**src/cache_pkg.sv**
```systemverilog
// Banked cache shared definitions
// Address split, opcodes, FSM states and the message formats

`default_nettype none

package cache_pkg;

  // ------------------------------
  // Geometry
  // ------------------------------
  localparam int ADDR_W         = 32;
  localparam int DATA_W         = 32;
  localparam int LINE_W         = 128;
  localparam int WORDS_PER_LINE = 4;
  localparam int NUM_BANKS      = 4;
  localparam int BANK_W         = 2;   // Address bits 5:4
  localparam int LINES_PER_BANK = 8;
  localparam int IDX_W          = 3;   // Address bits 8:6
  localparam int TAG_W          = 23;  // Address bits 31:9
  localparam int OPQ_W          = 8;
  localparam int CLIENT_CREDITS = 2;   // Router buffer depth

  // ------------------------------
  // Opcodes and states
  // ------------------------------
  typedef enum logic {
    OP_READ,
    OP_WRITE
  } cache_op_e;

  typedef enum logic {
    MEM_READ,
    MEM_WRITE
  } mem_op_e;

  typedef enum logic [3:0] {
    IDLE,
    TAG_CHECK,
    EVICT_REQ,
    EVICT_WAIT,
    REFILL_REQ,
    REFILL_WAIT,
    REFILL_UPDATE,
    WRITE_HIT,
    RESPOND
  } bank_state_e;

  // ------------------------------
  // Messages
  // ------------------------------
  typedef struct packed {
    cache_op_e         op;
    logic [OPQ_W-1:0]  opaque;
    logic [ADDR_W-1:0] addr;
    logic [DATA_W-1:0] data;
  } cache_req_t;

  typedef struct packed {
    cache_op_e         op;
    logic [OPQ_W-1:0]  opaque;
    logic [DATA_W-1:0] data;     // Zero for writes
  } cache_resp_t;

  typedef struct packed {
    mem_op_e           op;
    logic [ADDR_W-1:0] addr;     // Line aligned
    logic [LINE_W-1:0] data;
  } mem_req_t;

  typedef struct packed {
    mem_op_e           op;
    logic [LINE_W-1:0] data;
  } mem_resp_t;

endpackage

`default_nettype wire

```
**src/bank_router.sv**
```systemverilog
// Bank router
// Buffers client requests and forwards the oldest one to its bank on credit

`timescale 1ns/1ps
`default_nettype none

module bank_router import cache_pkg::*; (
  input  logic                 clk,
  input  logic                 rst_n,
  input  logic                 req_valid,
  input  cache_req_t           req,
  input  logic [NUM_BANKS-1:0] bank_req_credit,
  output logic                 req_credit,
  output logic [NUM_BANKS-1:0] bank_req_valid,
  output cache_req_t           bank_req
);

  cache_req_t                            fifo_q [CLIENT_CREDITS];
  logic [$clog2(CLIENT_CREDITS)-1:0]     wr_ptr_q;
  logic [$clog2(CLIENT_CREDITS)-1:0]     rd_ptr_q;
  logic [$clog2(CLIENT_CREDITS+1)-1:0]   count_q;
  logic [NUM_BANKS-1:0]                  bank_cred_q;  // One credit per bank
  logic [BANK_W-1:0]                     head_bank;
  logic                                  fwd;

  assign bank_req  = fifo_q[rd_ptr_q];
  assign head_bank = bank_req.addr[4 +: BANK_W];
  // No bypass, a blocked head holds back the entry behind it
  assign fwd        = (count_q != '0) && bank_cred_q[head_bank];
  assign req_credit = fwd;

  always_comb begin
    bank_req_valid            = '0;
    bank_req_valid[head_bank] = fwd;
  end

  always_ff @(posedge clk) begin
    if (req_valid) fifo_q[wr_ptr_q] <= req;
  end

  always_ff @(posedge clk or negedge rst_n) begin
    if (!rst_n) begin
      wr_ptr_q    <= '0;
      rd_ptr_q    <= '0;
      count_q     <= '0;
      bank_cred_q <= '1;
    end else begin
      if (req_valid) wr_ptr_q <= wr_ptr_q + 1'b1;
      if (fwd) rd_ptr_q <= rd_ptr_q + 1'b1;
      case ({req_valid, fwd})
        2'b10:   count_q <= count_q + 1'b1;
        2'b01:   count_q <= count_q - 1'b1;
        default: ;
      endcase
      bank_cred_q <= (bank_cred_q & ~bank_req_valid) | bank_req_credit;
    end
  end

endmodule

`default_nettype wire

```
**config.mk**
```make
export PLATFORM = sky130hd
export DESIGN_NAME = bank_router
export DESIGN_NICKNAME = d
export VERILOG_FILES = /design/src/cache_pkg.sv /design/src/bank_router.sv
export SDC_FILE = /design/constraint.sdc
export NUM_CORES = 1
export LEC_CHECK = 0
export ABC_AREA = 0
export BUFFER_PORTS_ARGS = -buffer_cell sky130_fd_sc_hd__buf_2
export CELL_PAD_IN_SITES_DETAIL_PLACEMENT = 0
export CELL_PAD_IN_SITES_GLOBAL_PLACEMENT = 1
export CORE_ASPECT_RATIO = 0.6
export CORE_UTILIZATION = 30
export CTS_CLUSTER_SIZE = 20
export DETAILED_ROUTE_END_ITERATION = 10
export GPL_ROUTABILITY_DRIVEN = 0
export PLACE_DENSITY = 0.57
export RECOVER_POWER = 25
export SLEW_MARGIN = 10
export SYNTH_ARGS = -nofsm -noshare
export SYNTH_HDL_FRONTEND = slang
export SYNTH_SLANG_ARGS = --single-unit
```
**constraint.sdc**
```tcl
create_clock -name clk -period 5.9 [get_ports clk]
set_input_delay 1.18 -clock clk [delete_from_list [all_inputs] [get_ports clk]]
set_output_delay 1.18 -clock clk [all_outputs]
set_load 0.05 [all_outputs]
```
==> summary by stage, run 1 <==
Global routing
The total routing resource utilization after global routing is 12.0%. The number of global-route vias before repair is 3106. The initial antenna violation count is 6.

The first-pass GRT wire length is 17.3 mm. The overflow left after global routing is 0. The pin count of the biggest net entering global routing is 82.

Setup path
The beginning of the worst register-to-register path is rd_ptr_q$_DFFE_PN0P_. The critical register-to-register path endpoint is count_q[1]$_DFFE_PN0P_. The endpoint class of the critical path is a primary output. The timing endpoint of the critical path is req_credit. The flop-to-flop setup slack is 3.04 ns. For this run, the slowest stage of the critical path takes 1.15 ns. By startpoint and endpoint, the worst setup path is classified as flip-flop to primary output.

Data on the critical path arrives at its endpoint at 2.81 ns. The largest fanout on the critical path is 81. The depth of the worst register-to-register path is 7. The timing startpoint of the critical path is rd_ptr_q$_DFFE_PN0P_. The library cell contributing the largest single delay on the critical path is sky130_fd_sc_hd__dfrtp_4. The worst setup path is launched from a flip-flop. The signal on the critical path passes through nand2b_4 > o22ai_1 > o41ai_2 > inv_1 > buf_2. STA puts the critical path data required time at 4.72 ns.

Yosys
After synthesis the netlist holds a flip-flop and latch count of 154. Summing the areas of all compound-gate instances in the mapped netlist gives 1.67% of the synthesized area. The sequential share of the synthesized area is 79.5%. The library cell with the largest summed area after synthesis is sky130_fd_sc_hd__edfxtp_1. Counting every net in the synthesized netlist gives 364.

The fraction of post-synthesis cell area in the top cell type by area is 75.9%. The synthesized netlist devotes 0.759% of its cell area to XOR and XNOR gates. The netlist uses 32 different library cells. The count of yosys warnings during synthesis is 0.

Summing the areas of all and, or, nand and nor instances in the mapped netlist gives 2.73% of the synthesized area. The number of instances in the synthesized netlist is 283. A synthesized cell averages 20.4 um^2. The share of synthesized area spent on multiplexers is 14.0%. The cell area that synthesis handed to floorplanning was 0.00577 mm^2. The main combinational cell family by area after synthesis is multiplexers. By area the synthesized netlist is led by sky130_fd_sc_hd__edfxtp_1 76%, sky130_fd_sc_hd__mux2_2 14%, sky130_fd_sc_hd__dfstp_2 1.8%.

Of the total synthesized cell area, the portion taken by full adders, half adders and majority gates is 0.217%.

Clocking
The CTS H-tree depth is 4. The cell sitting at the root of the clock tree is a sky130_fd_sc_hd__clkbuf_16. In this run, post-CTS repair resized a total of 0 instances. The clock-pin slew on the worst setup and hold paths is 0.06 ns. For this design, the sink count on the clock tree is 154. After clock tree synthesis, the flow added hold-fix buffers numbering 0. The number of setup buffers added after CTS is 0. The TritonCTS buffer count is 17.

The TritonCTS clock tree is yes. No sink is reached through more buffers than the 2 on the longest clock path. The latest clock arrival within the worst-skew pair is 0.42 ns.

Floorplanning
From bottom edge to top edge, the die measures 109 um. The die area is 0.0198 mm^2. The placeable core region is 0.0184 mm^2. The width of the die is 181 um. For this design the top-level I/O count stands at 158. The initial utilization of the core area, before any placement, comes to 31.3%.

The count of standard-cell rows is 38.

Power and ir drop
Across the VDD grid, the largest voltage drop is 0.275 mV. Internal power comes to 2.52 mW. Of the total power, the clock network draws 23.3%. The standby leakage power is 2.72 nW. The power spent charging and discharging nets is 1.76 mW.

The fraction of power spent switching nets is 41.1%. The power density over the cells is 581 mW/mm^2. The combinational share of power is 38.6%.

The overall power consumption is 4.27 mW. The share of total power dissipated in sequential elements is 38.1%.

Layout
At the end of the flow, the number of nets in the layout was 532. The share of post-route cells with drive strength above 1 is 53.9%. The non-filler instance count after layout is 709. Compared with the post-synthesis result, the final layout area differs by 27.4%.

Drt
The violation count after the first detailed-route iteration is 232. The routed layout has 3065 vias. The post-detailed-routing wire length is 11.3 mm. The post-detailed-route DRC marker count is 0. The number of iterations in the first detailed-routing pass is 4. After detailed routing, the number of vias per cell comes to 4.32. In this run the remaining antenna-violating nets after routing total 0. The average wire per cell in the routed design is 16.0 um.

STA
At the pin with the least slew margin, the transition time is 1.10 ns. In the finished design, the share of the clock period the worst path needs comes to 67.6%. Setup violations remaining at the end of the flow were counted as 0.

Across the routed clock network, the largest skew measured is 0.0117 ns. The worst slew margin relative to its limit is 26.5%. Adding up every negative setup slack in the final design gives 0 ns.

Setup repair after global routing left no endpoint under its margin. The highest attainable clock frequency is 251 MHz. The clock period could shrink to 3.99 ns. The count of endpoints failing hold in the final timing report is 0.

The number of pins exceeding their max-slew limit in the final report is 0.

Placement
The wire-length estimate of the detail-placed layout is 7.26 mm. The number of port buffers is 157. In this run, placement finished with an instance count of 672.

Run
The number of violations of the max-capacitance limit is 0.

Run status
The run finished with clean final reports.

Min path
The type of the worst min-delay path is flip-flop to flip-flop.
## synthesized netlist by cell type, drive strengths merged
cell / n
a21o: 1
or2: 2
nor2: 5
mux2: 72
and3: 1
a32o: 1
buf: 9
ha: 1
o32ai: 1
o21ai: 3
nor4: 2
xnor2: 3
dfstp: 4
nor2b: 1
a22oi: 1
nand2: 4
a21oi: 1
edfxtp: 146
and3b: 1
and2: 2
nand2b: 4
nor3b: 2
o21a: 1
a31oi: 1
xor2: 2
o22ai: 2
inv: 3
nor3: 2
dfrtp: 4
o41ai: 1
## registers in the layout, summed over array words and instances, names as in the netlist
name,count
bank_cred_q,4
fifo_q,146
count_q,2
wr_ptr_q,1
rd_ptr_q,1
## metal layers
layer	track usage (%)	part of all wire, %	up-vias
met5	0	0.11	-
met4	5.08	0.95	2
met3	6.16	9.2	11
met2	15.4	40	120
met1	16.7	50	1476
li1	-	-	1456
## through the flow
| step | hold WS (ns) | utilization, % | setup slack (ns) | area, um^2 |
|---|---|---|---|---|
| 2_1_floorplan | 0.456 | - | 1.09 | 5770 |
| 3_3_place_gp | 0.473 | 37.0 | 2.31 | 6830 |
| 3_5_place_dp | 0.479 | 37.0 | 2.27 | 6830 |
| 4_1_cts | 0.498 | 39.9 | 1.81 | 7370 |
| 5_1_grt | 0.514 | 39.8 | 1.64 | 7350 |
| 6_report | 0.492 | 39.9 | 1.91 | 7360 |
## power groups by stage
stage               Clock (mW)  Combinational (mW)  Sequential [mW]
floorplan                    0                1.41             1.54
global placement             0                1.67             1.65
detailed placement           0                1.67             1.66
CTS                       1.02                1.67             1.64
global route              1.07                1.73             1.67
finish                   0.996                1.65             1.63
## cells by family (layout without fill, tap and decap cells)
kind of cell	after synthesis	count (layout)
flip-flops	154	154
adder cells (fa/ha/maj)	1	1
multiplexers	72	72
buffers and inverters	12	193
XOR/XNOR	5	5
AO/OA/AOI/OAI	13	13
other	0	5
AND/OR/NAND/NOR	26	26
## worst max-delay path, delay by kind of cell, from the launching register on
kind	cells	cell delay (ns)
flip-flops	1	1.15
AO/OA/AOI/OAI	2	0.57
buffers and inverters	2	0.35
AND/OR/NAND/NOR	1	0.32
## how the worst min path moves through the flow
stage / start / endpoint / cells after the start
global route: count_q[1]$_DFFE_PN0P_ / count_q[1]$_DFFE_PN0P_ / 1
detailed placement: count_q[1]$_DFFE_PN0P_ / count_q[1]$_DFFE_PN0P_ / 1
finish: count_q[1]$_DFFE_PN0P_ / count_q[1]$_DFFE_PN0P_ / 1
global placement: count_q[1]$_DFFE_PN0P_ / count_q[1]$_DFFE_PN0P_ / 1
floorplan: wr_ptr_q$_DFFE_PN0P_ / wr_ptr_q$_DFFE_PN0P_ / 1
CTS: count_q[1]$_DFFE_PN0P_ / count_q[1]$_DFFE_PN0P_ / 1
## cells in the final DEF, fill, tap and decap left out, types with 2 or more instances in the layout
cell type                    instances
sky130_fd_sc_hd__clkbuf_16          17
sky130_fd_sc_hd__dfrtp_1             3
sky130_fd_sc_hd__nor2_1              4
sky130_fd_sc_hd__nor3_1              2
sky130_fd_sc_hd__clkinv_4            3
sky130_fd_sc_hd__nand2b_1            3
sky130_fd_sc_hd__clkinvlp_4          2
sky130_fd_sc_hd__clkbuf_1           22
sky130_fd_sc_hd__buf_2             138
sky130_fd_sc_hd__nor3b_1             2
sky130_fd_sc_hd__or2_2               2
sky130_fd_sc_hd__clkinv_2            3
sky130_fd_sc_hd__diode_2             5
sky130_fd_sc_hd__o22ai_1             2
sky130_fd_sc_hd__xor2_1              2
sky130_fd_sc_hd__xnor2_1             3
sky130_fd_sc_hd__dfstp_2             4
sky130_fd_sc_hd__edfxtp_1          146
sky130_fd_sc_hd__mux2_2             72
sky130_fd_sc_hd__nand2_1             4
sky130_fd_sc_hd__inv_1               3
sky130_fd_sc_hd__nor4_1              2
sky130_fd_sc_hd__o21ai_0             3
## cell type report
cell class | instances | area (um^2)
fillers | 1751 | 11100
flip-flops and latches | 154 | 4590
clock buffers | 21 | 440
clock inverters | 11 | 98.8
multi-input cells | 117 | 1130
diodes | 5 | 12.5
inverters | 3 | 11.3
repair buffers | 158 | 769
well taps | 240 | 300
(Power assumes the default switching activity.)
==> run 2, diff against run 1 <==
- PLACE_DENSITY: 0.57 -> 0.59
- clock period: 5.9 -> 3.5 ns (I/O delays scaled with it)
==> run 2 against run 1 <==
  * Register-to-register slack lost 2.1 ns
  * Worst setup slack worse by 1.6 ns
  * Sequential share of layout area down 0.77 points
  * Clock skew shrank 0.0033 ns
  * Sequential power up 64%
  * Die area is the same
  * Count of clock-buffer cells in the layout down 4
  * Clock power up 92%
  * Non-clock buffer count increased by 2
  * Utilization rose by 0.50 points
  * Via count is 1.1% higher
  * Cell count shrank 0.14%
  * Highest routed layer unchanged
==> summary by stage, run 2 (synthesis gave the netlist of run 1 again) <==
Drt
The number of iterations in the first detailed-routing pass is 4. The post-detailed-route via-to-cell ratio is 4.38. The violation count after the first detailed-route iteration is 199. In the final routed layout, each cell accounts on average for 16.2 um.

The number of nets with antenna violations after routing is 0. The final layout contains routed wiring with a total length of 11.5 mm. For this run, design rule violations remaining after detail routing come to 0. Across all layers, the routed design uses 3098 vias.

Power and ir drop
IR analysis of the VDD net gives a maximum drop of 0.526 mV. Per report_power, the clock group accounts for 25.6% of the total. The internal power is 4.41 mW. For this design the total switching power over the nets is 3.03 mW. The overall power consumption is 7.43 mW. The fraction of power spent switching nets is 40.7%. The standby leakage power is 2.79 nW.

The power density over the cells is 998 mW/mm^2. The share of total power in sequential cells is 35.8%. The combinational share of power is 38.5%.

Setup path
In this run the critical register-to-register path is captured at count_q[1]$_DFFE_PN0P_. Data arrives at the worst endpoint at 2.49 ns. The largest fanout on the critical path is 44. The worst setup path is launched from a flip-flop.

The startpoint identified for the worst register-to-register timing path is rd_ptr_q$_DFFE_PN0P_. The number of cells on the worst reg-to-reg path is 7. The flop-to-flop setup slack is 0.99 ns.

The critical path is of the flip-flop to primary output type. The endpoint class of the critical path is a primary output. The required time at the worst-slack endpoint is 2.80 ns.

STA
The count of endpoints failing hold in the final timing report is 0. The slew of the pin with the lowest slew margin is 1.05 ns. For the final routed database, the setup TNS stands at 0 ns.

Counting I/O delays and the setup requirement, the final critical path takes 3.19 ns. The number of pins exceeding their max-slew limit in the final report came to 0. The worst slew margin relative to its limit is 29.8%. The highest attainable clock frequency is 314 MHz. On the final layout, the worst clock skew is 0.00841 ns.

Setup violations remaining at the end of the flow were counted as 0. The final-layout worst hold slack is 0.205 ns. Setup repair after global routing left no endpoint under its margin. The post-route fraction of the period consumed by the critical path is 91.1%.

Layout
The number of nets in the finished design is 534. The area of the multi-input gates is 0.00113 mm^2. The sequential cells in the finished layout cover a total of 0.00459 mm^2. After routing the design area is 0.00745 mm^2.

The number of flip-flops in the largest register is 146. After filler insertion, the fill cell instance count of the layout stands at 1694. Leaving out fill and tap cells, the most frequent cells in the layout are 146 x sky130_fd_sc_hd__edfxtp_1, 146 x sky130_fd_sc_hd__buf_2, 72 x sky130_fd_sc_hd__mux2_2. The share of post-route cells with drive strength above 1 is 56.7%. The register bank with the most flops is fifo_q. The synthesis-to-layout area growth is 29.0%. The largest registers in the layout are fifo_q (146), bank_cred_q (4), count_q (2).

Clocking
CTS placed an instance of sky130_fd_sc_hd__clkbuf_16 at the clock tree root. TritonCTS built the clock tree. The number of setup buffers added after CTS is 0. The TritonCTS buffer count is 17. The maximum number of buffers from clock root to sink is 2. The tree built by TritonCTS fans out to 154 sinks. The CTS H-tree depth is 4. The latest clock arrival within the worst-skew pair is 0.42 ns. After clock tree synthesis, the flow added hold-fix buffers numbering 0. After clock tree synthesis, the repair step resized 0 gates.

After clock tree synthesis, the clock-pin slew on the worst setup and hold paths is 0.06 ns.

Floorplanning
The floorplan step defined a die boundary enclosing 0.0198 mm^2. The width of the die is 181 um. The region available for standard cell placement spans 0.0184 mm^2. The number of placed I/O pins is 158.

The initial utilization of the core area, before any placement, comes to 31.3%. The floorplan has 38 rows. The die is 109 um tall.

Global routing
The number of global-route vias before repair is 3213. Across every metal layer, demand over resource in global routing totals 12.0%. Entering global routing, the biggest net connects 74 pins. The first-pass GRT wire length is 17.3 mm. For this run the aggregate overflow at the end of global routing stands at 0. The initial antenna violation count came to 5.

Run status
The run finished with clean final reports.

Placement
Detailed placement ended at an HPWL of 7.36 mm. Buffers placed on the I/O ports in this run total 157. In this run the cell area measured after placement is 0.00684 mm^2.

Min path
The min-delay analysis places its worst path in the category primary input to async pin.

Run
The number of violations of the max-capacitance limit is 0.
run 2: power by group through the flow:
stage          logic [mW]  registers, mW  clock network (mW)
6_report             2.86           2.67                1.91
5_1_grt              3.02           2.71                2.03
2_1_floorplan        2.38           2.59                   0
3_5_place_dp         2.91           2.71                   0
3_3_place_gp         2.90           2.69                   0
4_1_cts              2.92           2.68                1.96
run 2: final cells by class:
type | count | share of cell area (%)
diodes | 2 | 0.0672
clock buffers | 17 | 5.71
clock inverters | 15 | 2.52
inverters | 3 | 0.151
multi-input cells | 117 | 15.2
flip-flops and latches | 154 | 61.7
well taps | 240 | 4.03
repair buffers | 160 | 10.7
run 2: metal layers:
layer | global-route usage, % | vias up | part of all wire (%)
li1 | - | 1458 | -
met1 | 14.9 | 1511 | 46
met2 | 17.4 | 106 | 43
met3 | 6.49 | 17 | 9.7
met4 | 4.90 | 6 | 1.2
met5 | 0 | - | 0.30
run 2: worst max-delay path, stage by stage, from the launching register on:
cell and delay [ns]:
sky130_fd_sc_hd__dfrtp_4 0.70, sky130_fd_sc_hd__nand2b_4 0.25, sky130_fd_sc_hd__o32ai_1 0.45, sky130_fd_sc_hd__nor4_1 0.10, sky130_fd_sc_hd__nor3_1 0.24, sky130_fd_sc_hd__buf_2 0.32
run 2: worst max-delay path by stage:
stage | from | end | depth (start not counted)
after global routing | rd_ptr_q$_DFFE_PN0P_ | req_credit | 5
after CTS | rd_ptr_q$_DFFE_PN0P_ | req_credit | 5
final | rd_ptr_q$_DFFE_PN0P_ | bank_req_valid[1] | 5
after global placement | rd_ptr_q$_DFFE_PN0P_ | bank_req[50] | 3
after detailed placement | rd_ptr_q$_DFFE_PN0P_ | req_credit | 5
after floorplan | req_valid | fifo_q[0][0]$_DFFE_PP_ | 2
run 2: metrics by stage:
| step | setup WS, ns | util (%) | std cells |
|---|---|---|---|
| 5_1_grt | 0.152 | 40.4 | 707 |
| 2_1_floorplan | 0.442 | - | 283 |
| 4_1_cts | 0.234 | 40.4 | 706 |
| 6_report | 0.312 | 40.4 | 708 |
| 3_5_place_dp | 0.701 | 37.1 | 674 |
| 3_3_place_gp | 0.731 | 37.1 | 674 |
