$ cat config.mk
export PLATFORM = sky130hd
export DESIGN_NAME = bank_arbiter
export DESIGN_NICKNAME = d
export VERILOG_FILES = /design/src/cache_pkg.sv /design/src/bank_arbiter.sv
export SDC_FILE = /design/constraint.sdc
export NUM_CORES = 1
export LEC_CHECK = 0
export BUFFER_PORTS_ARGS = -buffer_cell sky130_fd_sc_hd__buf_4
export CORE_AREA = 5 5 500 502
export DETAILED_ROUTE_END_ITERATION = 7
export DIE_AREA = 0 0 505 507
export GPL_ROUTABILITY_DRIVEN = 0
export MAX_ROUTING_LAYER = met4
export RECOVER_POWER = 50
export SLEW_MARGIN = 15
export SYNTH_ARGS = -nofsm -noshare
export SYNTH_HDL_FRONTEND = slang
export SYNTH_SLANG_ARGS = --single-unit
$ cat constraint.sdc
create_clock -name clk -period 3.38 [get_ports clk]
set_clock_uncertainty 0.05 [all_clocks]
set_input_delay 0.338 -clock clk [delete_from_list [all_inputs] [get_ports clk]]
set_output_delay 0.338 -clock clk [all_outputs]
set_load 0.01 [all_outputs]
$ cat src/cache_pkg.sv
// Banked cache shared definitions
// Address split, opcodes, FSM states and the message formats

`default_nettype none

package cache_pkg;

  // ------------------------------
  // Geometry
  // ------------------------------
  localparam int ADDR_W         = 32;
  localparam int DATA_W         = 32;
  localparam int LINE_W         = 128;
  localparam int WORDS_PER_LINE = 4;
  localparam int NUM_BANKS      = 4;
  localparam int BANK_W         = 2;   // Address bits 5:4
  localparam int LINES_PER_BANK = 8;
  localparam int IDX_W          = 3;   // Address bits 8:6
  localparam int TAG_W          = 23;  // Address bits 31:9
  localparam int OPQ_W          = 8;
  localparam int CLIENT_CREDITS = 2;   // Router buffer depth

  // ------------------------------
  // Opcodes and states
  // ------------------------------
  typedef enum logic {
    OP_READ,
    OP_WRITE
  } cache_op_e;

  typedef enum logic {
    MEM_READ,
    MEM_WRITE
  } mem_op_e;

  typedef enum logic [3:0] {
    IDLE,
    TAG_CHECK,
    EVICT_REQ,
    EVICT_WAIT,
    REFILL_REQ,
    REFILL_WAIT,
    REFILL_UPDATE,
    WRITE_HIT,
    RESPOND
  } bank_state_e;

  // ------------------------------
  // Messages
  // ------------------------------
  typedef struct packed {
    cache_op_e         op;
    logic [OPQ_W-1:0]  opaque;
    logic [ADDR_W-1:0] addr;
    logic [DATA_W-1:0] data;
  } cache_req_t;

  typedef struct packed {
    cache_op_e         op;
    logic [OPQ_W-1:0]  opaque;
    logic [DATA_W-1:0] data;     // Zero for writes
  } cache_resp_t;

  typedef struct packed {
    mem_op_e           op;
    logic [ADDR_W-1:0] addr;     // Line aligned
    logic [LINE_W-1:0] data;
  } mem_req_t;

  typedef struct packed {
    mem_op_e           op;
    logic [LINE_W-1:0] data;
  } mem_resp_t;

endpackage

`default_nettype wire

$ cat src/bank_arbiter.sv
// Bank arbiter
// Round-robin memory port sharing and response merge across the banks

`timescale 1ns/1ps
`default_nettype none

module bank_arbiter import cache_pkg::*; (
  input  logic                 clk,
  input  logic                 rst_n,
  input  logic [NUM_BANKS-1:0] memreq_valid,
  input  mem_req_t             memreq [NUM_BANKS],
  input  logic [NUM_BANKS-1:0] cacheresp_valid,
  input  cache_resp_t          cacheresp [NUM_BANKS],
  input  logic                 mem_resp_valid,
  input  mem_resp_t            mem_resp,
  output logic [NUM_BANKS-1:0] mem_credit,
  output logic [NUM_BANKS-1:0] resp_credit,
  output logic [NUM_BANKS-1:0] memresp_valid,
  output mem_resp_t            memresp,
  output logic                 mem_req_valid,
  output mem_req_t             mem_req,
  output logic                 resp_valid,
  output cache_resp_t          resp
);

  mem_req_t             mslot_q [NUM_BANKS];
  cache_resp_t          rslot_q [NUM_BANKS];
  logic [NUM_BANKS-1:0] mpend_q, rpend_q;
  logic [BANK_W-1:0]    mem_rr_q, resp_rr_q, owner_q;
  logic [BANK_W-1:0]    mem_gnt, resp_gnt;
  logic [NUM_BANKS-1:0] mem_issue_mask, resp_gnt_mask;
  logic                 busy_q, resp_grant;

  // Next pending slot after the last grant
  function automatic logic [BANK_W-1:0] rr_pick(input logic [NUM_BANKS-1:0] pend,
                                                input logic [BANK_W-1:0]    last);
    logic [BANK_W-1:0] cand;
    rr_pick = last;
    for (int i = NUM_BANKS; i >= 1; i--) begin
      cand = last + BANK_W'(i);
      if (pend[cand]) rr_pick = cand;
    end
  endfunction

  assign mem_gnt       = rr_pick(mpend_q, mem_rr_q);
  assign resp_gnt      = rr_pick(rpend_q, resp_rr_q);
  assign mem_req_valid = !busy_q && (mpend_q != '0);   // One transaction at a time
  assign mem_req       = mslot_q[mem_gnt];
  assign resp_grant    = (rpend_q != '0);

  always_comb begin
    mem_issue_mask           = '0;
    mem_issue_mask[mem_gnt]  = mem_req_valid;
    resp_gnt_mask            = '0;
    resp_gnt_mask[resp_gnt]  = resp_grant;
    memresp_valid            = '0;
    memresp_valid[owner_q]   = mem_resp_valid;
  end

  assign mem_credit = memresp_valid;   // Slot frees when memory answers
  assign memresp    = mem_resp;

  always_ff @(posedge clk) begin
    for (int b = 0; b < NUM_BANKS; b++) begin
      if (memreq_valid[b]) mslot_q[b] <= memreq[b];
      if (cacheresp_valid[b]) rslot_q[b] <= cacheresp[b];
    end
    if (resp_grant) resp <= rslot_q[resp_gnt];
  end

  always_ff @(posedge clk or negedge rst_n) begin
    if (!rst_n) begin
      mpend_q     <= '0;
      rpend_q     <= '0;
      mem_rr_q    <= '0;
      resp_rr_q   <= '0;
      owner_q     <= '0;
      busy_q      <= 1'b0;
      resp_valid  <= 1'b0;
      resp_credit <= '0;
    end else begin
      mpend_q <= (mpend_q & ~mem_issue_mask) | memreq_valid;
      rpend_q <= (rpend_q & ~resp_gnt_mask) | cacheresp_valid;
      if (mem_req_valid) begin
        busy_q   <= 1'b1;
        owner_q  <= mem_gnt;
        mem_rr_q <= mem_gnt;
      end else if (mem_resp_valid) begin
        busy_q <= 1'b0;
      end
      if (resp_grant) resp_rr_q <= resp_gnt;
      resp_valid  <= resp_grant;
      resp_credit <= resp_gnt_mask;   // Same cycle as resp_valid
    end
  end

endmodule

`default_nettype wire

==> flow_metrics.env, run 1 <==
export IMPL_cap_violations=1
export IMPL_synthDistinctLibCells=34
export IMPL_yosys_area_top_type="edfxtp_1"
export IMPL_fin_crit_sh_pct=108
export IMPL_switching_share_pct=36.4
export IMPL_port_buffers=1034
export IMPL_grt_max_degree=71
export IMPL_yosysMostFrequentCell="edfxtp_1"
export IMPL_overflow=0
export IMPL_synth_area_leaders="edfxtp_1 (76%), mux2i_1 (14%), buf_4 (3.3%)"
export IMPL_seq_area_mm2=0.0259
export IMPL_worstPathMaxFanout=35
export IMPL_die_h_um=507
export IMPL_end_kind="flip-flop"
export IMPL_slew_headroom_pct=-143
export IMPL_cts_root_buf="clkbuf_16"
export IMPL_nets=4544
export IMPL_cts_buffer_depth=3
export IMPL_drc_errors=0
export IMPL_synth_top_cell_area_share_pct=75.9
export IMPL_worstPathArrival_ns=4.03
export IMPL_cts_tree="done"
export IMPL_multiInputGateArea_mm2=0.00732
export IMPL_hold_slack_ns=0.250
export IMPL_rsz0062_at_grt="true"
export IMPL_vias=24277
export IMPL_start_util_pct=13.7
export IMPL_clkPwrFrac_pct=18.9
export IMPL_wl_per_cell_um=28.7
export IMPL_yosys_warnings=0
export IMPL_slew_viol_final=34
export IMPL_synthArstFlopShare_pct=2.08
export IMPL_grt_antenna_before_repair=136
export IMPL_min_period_ns=3.66
export IMPL_clk_latency_ns=0.77
export IMPL_clk_pin_slew_ns=0.06
export IMPL_syn_avg_cell_area_um2=20.2
export IMPL_detail_route_antenna_nets=0
export IMPL_ir_drop_uv=602
export IMPL_synth_edff_count=849
export IMPL_cts_buffers=104
export IMPL_drive_above_1_share_pct=39.2
export IMPL_p_sw_mw=22.6
export IMPL_drt_iter0_drc=1950
export IMPL_crit_required_ns=3.75
export IMPL_first_pass_iters=5
export IMPL_placed_area_mm2=0.0449
export IMPL_setup_viol=280
export IMPL_ys_seq_area_share_pct=77.2
export IMPL_n_fill_cell=24822
export IMPL_fin_tns_setup_ns=-28.89
export IMPL_coreArea_mm2=0.245
export IMPL_place_hpwl_um=155000
export IMPL_crit_type="input pin to flip-flop"
export IMPL_p_comb_share_pct=58.7
export IMPL_die_w_um=505
export IMPL_postSynthCellCount=1666
export IMPL_cts_htree_levels=3
export IMPL_rows=182
export IMPL_timing_final_ws_setup_ns=-0.277
export IMPL_p_int_mw=39.6
export IMPL_grt_total_usage_pct=15.3
export IMPL_power_density_mw_per_mm2=1040
export IMPL_synth_fp_nets=2618
export IMPL_grt_pass1_wl_um=254000
export IMPL_grt_pass1_vias=26091
export IMPL_max_clock_freq_mhz=273
export IMPL_synthToLayoutAreaGrowth_pct=77.2
export IMPL_worst_pin_slew_ns=3.64
export IMPL_ys_ff_latch=867
export IMPL_final_area_mm2=0.0596
export IMPL_hp_class="input pin to flip-flop"
export IMPL_final_util_pct=24.3
export IMPL_yosys_most_used_dff="edfxtp_1"
export IMPL_finalHoldViolCount=0
export IMPL_viasPerCell=3.47
export IMPL_status="finished, violations left"
export IMPL_pwr_share_seq_pct=22.4
export IMPL_cts_sinks=867
export IMPL_wirelength_um=201000
export IMPL_synthTopCellsByCount="edfxtp_1 (849), mux2i_1 (485), buf_4 (149)"
export IMPL_dieArea_mm2=0.256
export IMPL_io_pins=1293
export IMPL_p_leak_nw=22.7
export IMPL_start_kind="input pin"
export IMPL_violations="capacitance limit, slew limit, setup timing"
export IMPL_syn_area_mm2=0.0336
==> repair_timing <==
item	in CTS	in global routing
resized for setup	184	163
pin swaps	4	5
hold buffers	820	0
endpoints found under the hold margin	1032	0
endpoints found under the setup margin	161	161
setup buffers	55	8
gates cloned	25	8
==> routing by layer <==
| layer | GRT usage (%) | routed length [um] | vias to the layer above |
|---|---|---|---|
| met3 | 6.85 | 21000 | 358 |
| met4 | 6.05 | 10400 | 0 |
| met1 | 14.7 | 67100 | 11878 |
| li1 | - | - | 10513 |
| met5 | - | 0 | - |
| met2 | 26.8 | 102000 | 1528 |
==> sequential cells by signal, summed over array words and instances, names as in the netlist <==
| register | cells |
|---|---|
| busy_q | 1 |
| mpend_q | 4 |
| mslot_q | 644 |
| owner_q | 2 |
| resp | 41 |
| resp_credit | 4 |
| resp_rr_q | 2 |
| resp_valid | 1 |
| rpend_q | 4 |
| rslot_q | 164 |
==> through the flow <==
step           total power, mW  std cells  worst slack (ns)
2_1_floorplan             27.0       1666             0.676
3_3_place_gp              38.7       5795             0.132
3_5_place_dp              38.8       5795         -0.000710
4_1_cts                   59.8       6889            -0.234
5_1_grt                   64.4       6996            -0.366
6_report                  62.2       6999            -0.277
==> cell type report <==
type | instances | share of cell area, %
Antenna cell | 99 | 0.416
Clock buffer | 120 | 4.47
Clock inverter | 74 | 1.49
Inverter | 7 | 0.0441
Multi-Input combinational cell | 595 | 12.3
Sequential cell | 867 | 43.6
Tap cell | 3220 | 6.76
Timing Repair Buffer | 2017 | 31.0
==> worst paths after layout <==
kind | end | cells past startpoint | slack, ns | start
setup / recovery | mslot_q[3][7] | 3 | -0.28 | memreq_valid[3]
hold / removal | rslot_q[3][40] | 2 | 0.25 | cacheresp[40]
setup reg to reg | mpend_q[0] | 12 | 0.85 | owner_q[0]
hold reg to reg | rpend_q[2] | 2 | 0.55 | rpend_q[2]
max in group asynchronous | owner_q[0] | 4 | 1.39 | rst_n
min in group asynchronous | resp_credit[2] | 4 | 1.00 | rst_n
==> cell usage in the layout (no fill, tap or decap), types with 16 or more instances in the layout <==
cell type        n
mux2i_4         63
clkinv_2        16
mux4_2          33
buf_4          257
buf_6           35
clkbuf_4       726
clkbuf_1       100
mux2i_1        356
clkbuf_16      112
buf_12          43
dfrtp_1         17
clkinv_1        21
mux2i_2         66
dlygate4sd3_1  819
diode_2         99
buf_16          31
edfxtp_1       849
==> critical path: stages <==
cell and delay [ns]:
dlygate4sd3_1 0.52, clkbuf_1 2.45, buf_4 0.54
==> power groups by stage <==
stage	registers (mW)	logic (mW)	clock network [mW]
2_1_floorplan	13.8	13.2	0
3_3_place_gp	14.1	24.6	0
3_5_place_dp	14.1	24.8	0
4_1_cts	13.9	33.8	12.1
5_1_grt	14.0	37.9	12.5
6_report	13.9	36.5	11.7
==> cells by family (layout without fill, tap and decap cells) <==
group | Yosys count | after routing | share of synthesized area [%]
compound gates | 25 | 25 | 0.551
fa+ha+maj | 4 | 4 | 0.149
buf+inv | 204 | 2218 | 4.20
flops | 867 | 867 | 77.2
mux | 527 | 527 | 17.3
other cells | 0 | 99 | 0
simple gates | 39 | 39 | 0.592
(Power assumes the default switching activity.)
==> run 2: changes to the inputs <==
--- a/config.mk
+++ b/config.mk
@@ -5,12 +5,11 @@
 export SDC_FILE = /design/constraint.sdc
 export NUM_CORES = 1
 export LEC_CHECK = 0
-export BUFFER_PORTS_ARGS = -buffer_cell sky130_fd_sc_hd__buf_4
-export CORE_AREA = 5 5 500 502
+export BUFFER_PORTS_ARGS = -buffer_cell sky130_fd_sc_hd__buf_2
+export CORE_AREA = 5 5 494 496
 export DETAILED_ROUTE_END_ITERATION = 7
-export DIE_AREA = 0 0 505 507
+export DIE_AREA = 0 0 499 501
 export GPL_ROUTABILITY_DRIVEN = 0
-export MAX_ROUTING_LAYER = met4
 export RECOVER_POWER = 50
 export SLEW_MARGIN = 15
 export SYNTH_ARGS = -nofsm -noshare
==> run 2 against run 1 <==
  * The flow still finishes with violations (capacitance limit, slew limit, setup timing)
  * Worst setup slack better by 0.050 ns
  * Final area decreased by 3.7%
  * Combinational power up 3%
  * Register-to-register slack better by 0.03 ns
  * Die area shrank 2.4%
  * Critical path depth grew 8
  * Total power up 1.4%
  * Sequential power barely moved
  * Fmax up 1.4%
  * Clock power barely moved
  * Hold slack got worse by 0.0036 ns
  * Largest power group unchanged
==> flow_metrics.env, run 2 (same netlist as run 1, synthesis figures left out) <==
export IMPL_crit_type="flip-flop to output pin"
export IMPL_die_w_um=499
export IMPL_drt_iter0_drc=2059
export IMPL_status="finished, violations left"
export IMPL_drive_above_1_share_pct=37.7
export IMPL_overflow=0
export IMPL_dieArea_mm2=0.250
export IMPL_largest_reg_flops=644
export IMPL_synthToLayoutAreaGrowth_pct=70.7
export IMPL_p_leak_nw=22.0
export IMPL_cts_tree="done"
export IMPL_grt_max_degree=73
export IMPL_first_pass_iters=5
export IMPL_crit_path_top_delay_cell="dfrtp_2"
export IMPL_power_density_mw_per_mm2=1100
export IMPL_layout_common_cells="edfxtp_1 (849), buf_2 (822), dlygate4sd3_1 (814)"
export IMPL_grt_pass1_wl_um=253000
export IMPL_viasPerCell=3.60
export IMPL_cap_violations=1
export IMPL_finalHoldViolCount=0
export IMPL_violations="capacitance limit, slew limit, setup timing"
export IMPL_cp_buffers_inverters=8
export IMPL_end_kind="output pin"
export IMPL_slew_viol_final=72
export IMPL_p_total_mw=63.0
export IMPL_top_register="mslot_q"
export IMPL_crit_required_ns=2.99
export IMPL_cts_sinks=867
export IMPL_reg_top3="mslot_q (644), rslot_q (164), resp (41)"
export IMPL_cts_root_buf="clkbuf_16"
export IMPL_max_clock_freq_mhz=277
export IMPL_crit_chain="buf_6 > or2_4 > buf_4 > buf_4 > a311o_2 > buf_12 > buf_16 > buf_12 > buf_16 > mux2i_1 > buf_2"
export IMPL_timing_final_ws_setup_ns=-0.226
export IMPL_cts_buffer_depth=3
export IMPL_worstPathArrival_ns=3.22
export IMPL_cp_slowest_stage_delay_ns=0.42
export IMPL_vias=24889
export IMPL_cpLargestDelayFamily="buffers and inverters"
export IMPL_worstPathMaxFanout=7
export IMPL_place_hpwl_um=150000
export IMPL_final_common_cell="edfxtp_1"
export IMPL_drc_errors=0
export IMPL_wl_per_cell_um=29.2
export IMPL_grt_antenna_before_repair=135
export IMPL_grt_pass1_vias=26429
export IMPL_start_util_pct=14.1
export IMPL_port_buffers=1034
export IMPL_min_period_ns=3.61
export IMPL_setup_viol=145
export IMPL_die_h_um=501
export IMPL_rsz0062_at_grt="true"
export IMPL_n_fill_cell=24480
export IMPL_ir_drop_uv=757
export IMPL_cts_htree_levels=3
export IMPL_clk_latency_ns=0.76
export IMPL_rows=180
export IMPL_coreArea_mm2=0.239
export IMPL_start_kind="flip-flop"
export IMPL_io_pins=1293
export IMPL_grt_total_usage_pct=15.1
export IMPL_hp_class="input pin to flip-flop"
export IMPL_nets=4551
export IMPL_slew_headroom_pct=-111
export IMPL_multiInputGateArea_mm2=0.00745
export IMPL_wirelength_um=202000
export IMPL_seq_area_mm2=0.0259
export IMPL_cts_buffers=103
export IMPL_clk_pin_slew_ns=0.06
export IMPL_place_ws_ns=-0.119
export IMPL_worst_pin_slew_ns=3.17
export IMPL_fin_crit_sh_pct=107
export IMPL_detail_route_antenna_nets=0
run 2: changes by cell type in the layout (fill, tap and decap cells not counted), sizes merged:
cell	delta
diode	-57
clkbuf	-640
clkinvlp	+2
clkinv	+2
dlygate4sd3	-5
inv	-3
buf	+649
bufbuf	-2
bufinv	-1
run 2: path summary, 6_finish.rpt:
path,start,endpoint,slack [ns],depth (start not counted)
worst max register to register,rpend_q[3],resp[2],0.88,5
worst min-delay path,cacheresp[133],rslot_q[0][10],0.25,2
min in group asynchronous,rst_n,resp_valid,0.54,4
worst min register to register,rpend_q[3],rpend_q[3],0.54,2
worst max-delay path,owner_q[0],mem_req[130],-0.23,11
max in group asynchronous,rst_n,owner_q[0],2.57,4
run 2: area by class of cell:
cell class	instances	share of cell area, %
inverters	7	0.0458
repair buffers	2025	28.6
clock buffers	114	4.56
multi-input cells	595	13.0
flip-flops and latches	867	45.2
diodes	42	0.183
clock inverters	74	1.50
well taps	3185	6.95
run 2: power by group:
group	switching [mW]	internal, mW
logic	18.4	19.3
clock network	4.97	6.51
registers	0.624	13.2
total	24.0	39.1
run 2: timing repair:
item / in CTS / in global routing
hold buffers: 814 / 1
gates resized for setup: 232 / 158
buffers inserted: 42 / 23
pin swaps: 7 / 7
endpoints found under the setup margin: 161 / 161
endpoints found under the hold margin: 842 / 4
gates cloned: 28 / 14
run 2: metrics by stage:
stage	std cells	utilization [%]	hold WS, ns	setup TNS [ns]	cell area (um2)
6_report	6909	24.0	0.246	-13.29	57400
5_1_grt	6884	24.0	0.154	-40.37	57300
4_1_cts	6836	23.5	0.0235	-39.87	56300
3_5_place_dp	5765	17.7	0.296	-0.239	42400
3_3_place_gp	5765	17.7	0.290	-0.101	42400
2_1_floorplan	1666	-	-0.00759	0	33600
run 2: worst reg2reg max path: stages, from the launching register on:
cell	delay, ns
dfrtp_1	0.41
nor2b_1	0.15
o21bai_1	0.20
a221oi_4	0.34
buf_12	0.32
mux4_1	0.75
run 2: routing by layer:
metal / routed length (um) / vias to the layer above / track usage [%] / share of wire [%]
li1: - / 10426 / - / -
met1: 67500 / 12113 / 15.3 / 33
met2: 101000 / 1806 / 27.2 / 50
met3: 21800 / 472 / 6.55 / 11
met4: 10900 / 72 / 6.35 / 5.4
met5: 433 / - / 0 / 0.21
==> run 3: changes to the inputs <==
--- a/config.mk
+++ b/config.mk
@@ -6,10 +6,13 @@
 export NUM_CORES = 1
 export LEC_CHECK = 0
 export BUFFER_PORTS_ARGS = -buffer_cell sky130_fd_sc_hd__buf_2
-export CORE_AREA = 5 5 494 496
+export CELL_PAD_IN_SITES_DETAIL_PLACEMENT = 2
+export CELL_PAD_IN_SITES_GLOBAL_PLACEMENT = 2
+export CORE_AREA = 5 5 496 498
 export DETAILED_ROUTE_END_ITERATION = 7
-export DIE_AREA = 0 0 499 501
+export DIE_AREA = 0 0 501 503
 export GPL_ROUTABILITY_DRIVEN = 0
+export PLACE_DENSITY_LB_ADDON = 0.1
 export RECOVER_POWER = 50
 export SLEW_MARGIN = 15
 export SYNTH_ARGS = -nofsm -noshare
==> run 3 against run 2 <==
  * The run still ends with capacitance limit, slew limit, setup timing left
  * Worst setup slack improved by 0.036 ns
  * Critical path depth rose by 1
  * Largest cell class unchanged
  * Sequential power barely moved
  * Hold slack got worse by 0.024 ns
  * Utilization rose by 0.060 points
  * Final area rose by 1.3%
  * Highest routed layer unchanged
==> flow_metrics.env, run 3 (same netlist as run 1, synthesis figures left out) <==
export IMPL_grt_pass1_vias=27507
export IMPL_ir_drop_uv=603
export IMPL_place_ws_ns=0.173
export IMPL_start_kind="flip-flop"
export IMPL_die_h_um=503
export IMPL_power_density_mw_per_mm2=1100
export IMPL_seq_area_mm2=0.0259
export IMPL_hold_slack_ns=0.222
export IMPL_multiInputGateArea_mm2=0.00767
export IMPL_vias=23699
export IMPL_finalHoldViolCount=0
export IMPL_timing_rr_end="owner_q[0]"
export IMPL_coreArea_mm2=0.242
export IMPL_largest_reg_flops=644
export IMPL_place_hpwl_um=140000
export IMPL_fin_crit_sh_pct=106
export IMPL_first_pass_iters=6
export IMPL_status="finished, violations left"
export IMPL_viasPerCell=3.40
export IMPL_clk_latency_ns=0.77
export IMPL_min_path_cells=2
export IMPL_min_period_ns=3.57
export IMPL_drt_iter0_drc=1014
export IMPL_nets=4570
export IMPL_end_kind="output pin"
export IMPL_fin_tns_setup_ns=-15.02
export IMPL_p_leak_nw=22.3
export IMPL_rows=181
export IMPL_wl_per_cell_um=27.8
export IMPL_hp_class="input pin to flip-flop"
export IMPL_worstPathMaxFanout=6
export IMPL_holdPathEnd="rslot_q[0][0]"
export IMPL_detail_route_antenna_nets=0
export IMPL_placed_area_mm2=0.0425
export IMPL_holdCritStartpoint="cacheresp[123]"
export IMPL_start_util_pct=13.9
export IMPL_drc_errors=0
export IMPL_crit_required_ns=2.99
export IMPL_cts_buffer_depth=3
export IMPL_synthToLayoutAreaGrowth_pct=72.9
export IMPL_cts_sinks=867
export IMPL_cts_buffers=114
export IMPL_clk_pin_slew_ns=0.06
export IMPL_rsz0062_at_grt="true"
export IMPL_slew_headroom_pct=-96.6
export IMPL_slew_viol_final=261
export IMPL_die_w_um=501
export IMPL_n_fill_cell=26038
export IMPL_cap_violations=7
export IMPL_worst_pin_slew_ns=2.95
export IMPL_cts_tree="done"
export IMPL_final_area_mm2=0.0581
export IMPL_dieArea_mm2=0.252
export IMPL_layout_common_cells="buf_2 (866), edfxtp_1 (849), dlygate4sd3_1 (811)"
export IMPL_max_clock_freq_mhz=280
export IMPL_port_buffers=1034
export IMPL_worstPathArrival_ns=3.18
export IMPL_final_common_cell="buf_2"
export IMPL_overflow=0
export IMPL_p_total_mw=64.2
export IMPL_worstRegToRegCells=11
export IMPL_grt_antenna_before_repair=96
export IMPL_reg2reg_from="owner_q[1]"
export IMPL_reg_top3="mslot_q (644), rslot_q (164), resp (41)"
export IMPL_grt_total_usage_pct=14.5
export IMPL_final_util_pct=24.0
export IMPL_top_register="mslot_q"
export IMPL_cp_startpoint="owner_q[1]"
export IMPL_drive_above_1_share_pct=39.9
export IMPL_setup_viol=160
export IMPL_cts_root_buf="clkbuf_16"
export IMPL_wirelength_um=193000
export IMPL_stdcell_count=6966
export IMPL_dp_cells=5789
export IMPL_violations="capacitance limit, slew limit, setup timing"
export IMPL_grt_pass1_wl_um=250000
export IMPL_cts_htree_levels=3
export IMPL_grt_max_degree=64
export IMPL_timing_final_ws_setup_ns=-0.191
export IMPL_reg2reg_slack_ns=0.82
export IMPL_crit_type="flip-flop to output pin"
export IMPL_io_pins=1293
## run 3: cell types whose count changed in the layout (fill, tap and decap cells not counted), sizes merged, moves of 3 or more
cell,previous run,this run
buf,1027,1095
clkbuf,298,261
clkinv,50,59
diode,42,50
inv,15,9
dlygate4sd3,814,811
## run 3: repair_timing
action,CTS,global route
hold buffers,811,0
pin swaps,2,7
resized for setup,234,202
cloned,27,12
buffers inserted,53,23
hold endpoints to repair,840,0
setup endpoints to repair,161,161
## run 3: worst max path at each step
stage / slack, ns / to / cells past startpoint
floorplan: 0.68 / mem_req[100] / 11
global placement: 0.04 / mem_req[58] / 10
detailed placement: 0.17 / mem_req[143] / 9
CTS: -0.34 / mem_req[77] / 11
global route: -0.36 / mem_req[57] / 11
finish: -0.19 / mem_req[22] / 12
## run 3: report_power, final
| group | total [mW] | internal [mW] | switching, mW |
|---|---|---|---|
| Clock | 12.3 | 7.16 | 5.13 |
| Combinational | 38.2 | 19.8 | 18.4 |
| Sequential | 13.7 | 13.2 | 0.510 |
| Total | 64.2 | 40.1 | 24.0 |
## run 3: routing by layer
| layer | track usage (%) | vias to the layer above | part of all wire, % |
|---|---|---|---|
| met3 | 5.01 | 276 | 7.6 |
| met5 | 0 | - | 0.15 |
| met4 | 4.46 | 50 | 3.2 |
| li1 | - | 10499 | - |
| met1 | 14.9 | 11846 | 36 |
| met2 | 27.6 | 1028 | 53 |
## run 3: cell type report
| cell class | count | area share (%) |
|---|---|---|
| Inverter | 7 | 0.0452 |
| Antenna cell | 50 | 0.215 |
| Clock buffer | 135 | 5.08 |
| Clock inverter | 77 | 1.39 |
| Timing Repair Buffer | 2033 | 28.5 |
| Tap cell | 3202 | 6.89 |
| Sequential cell | 867 | 44.7 |
| Multi-Input combinational cell | 595 | 13.2 |
## run 3: critical path, cell delays in order, from the launching register on
cell and delay, ns:
dfrtp_1 0.40, inv_2 0.09, ha_4 0.22, o21a_1 0.12
nor2_1 0.11, o21ai_1 0.06, a311o_2 0.41, buf_12 0.16
buf_16 0.15, buf_12 0.14, buf_16 0.14, mux2i_1 0.21
buf_4 0.18
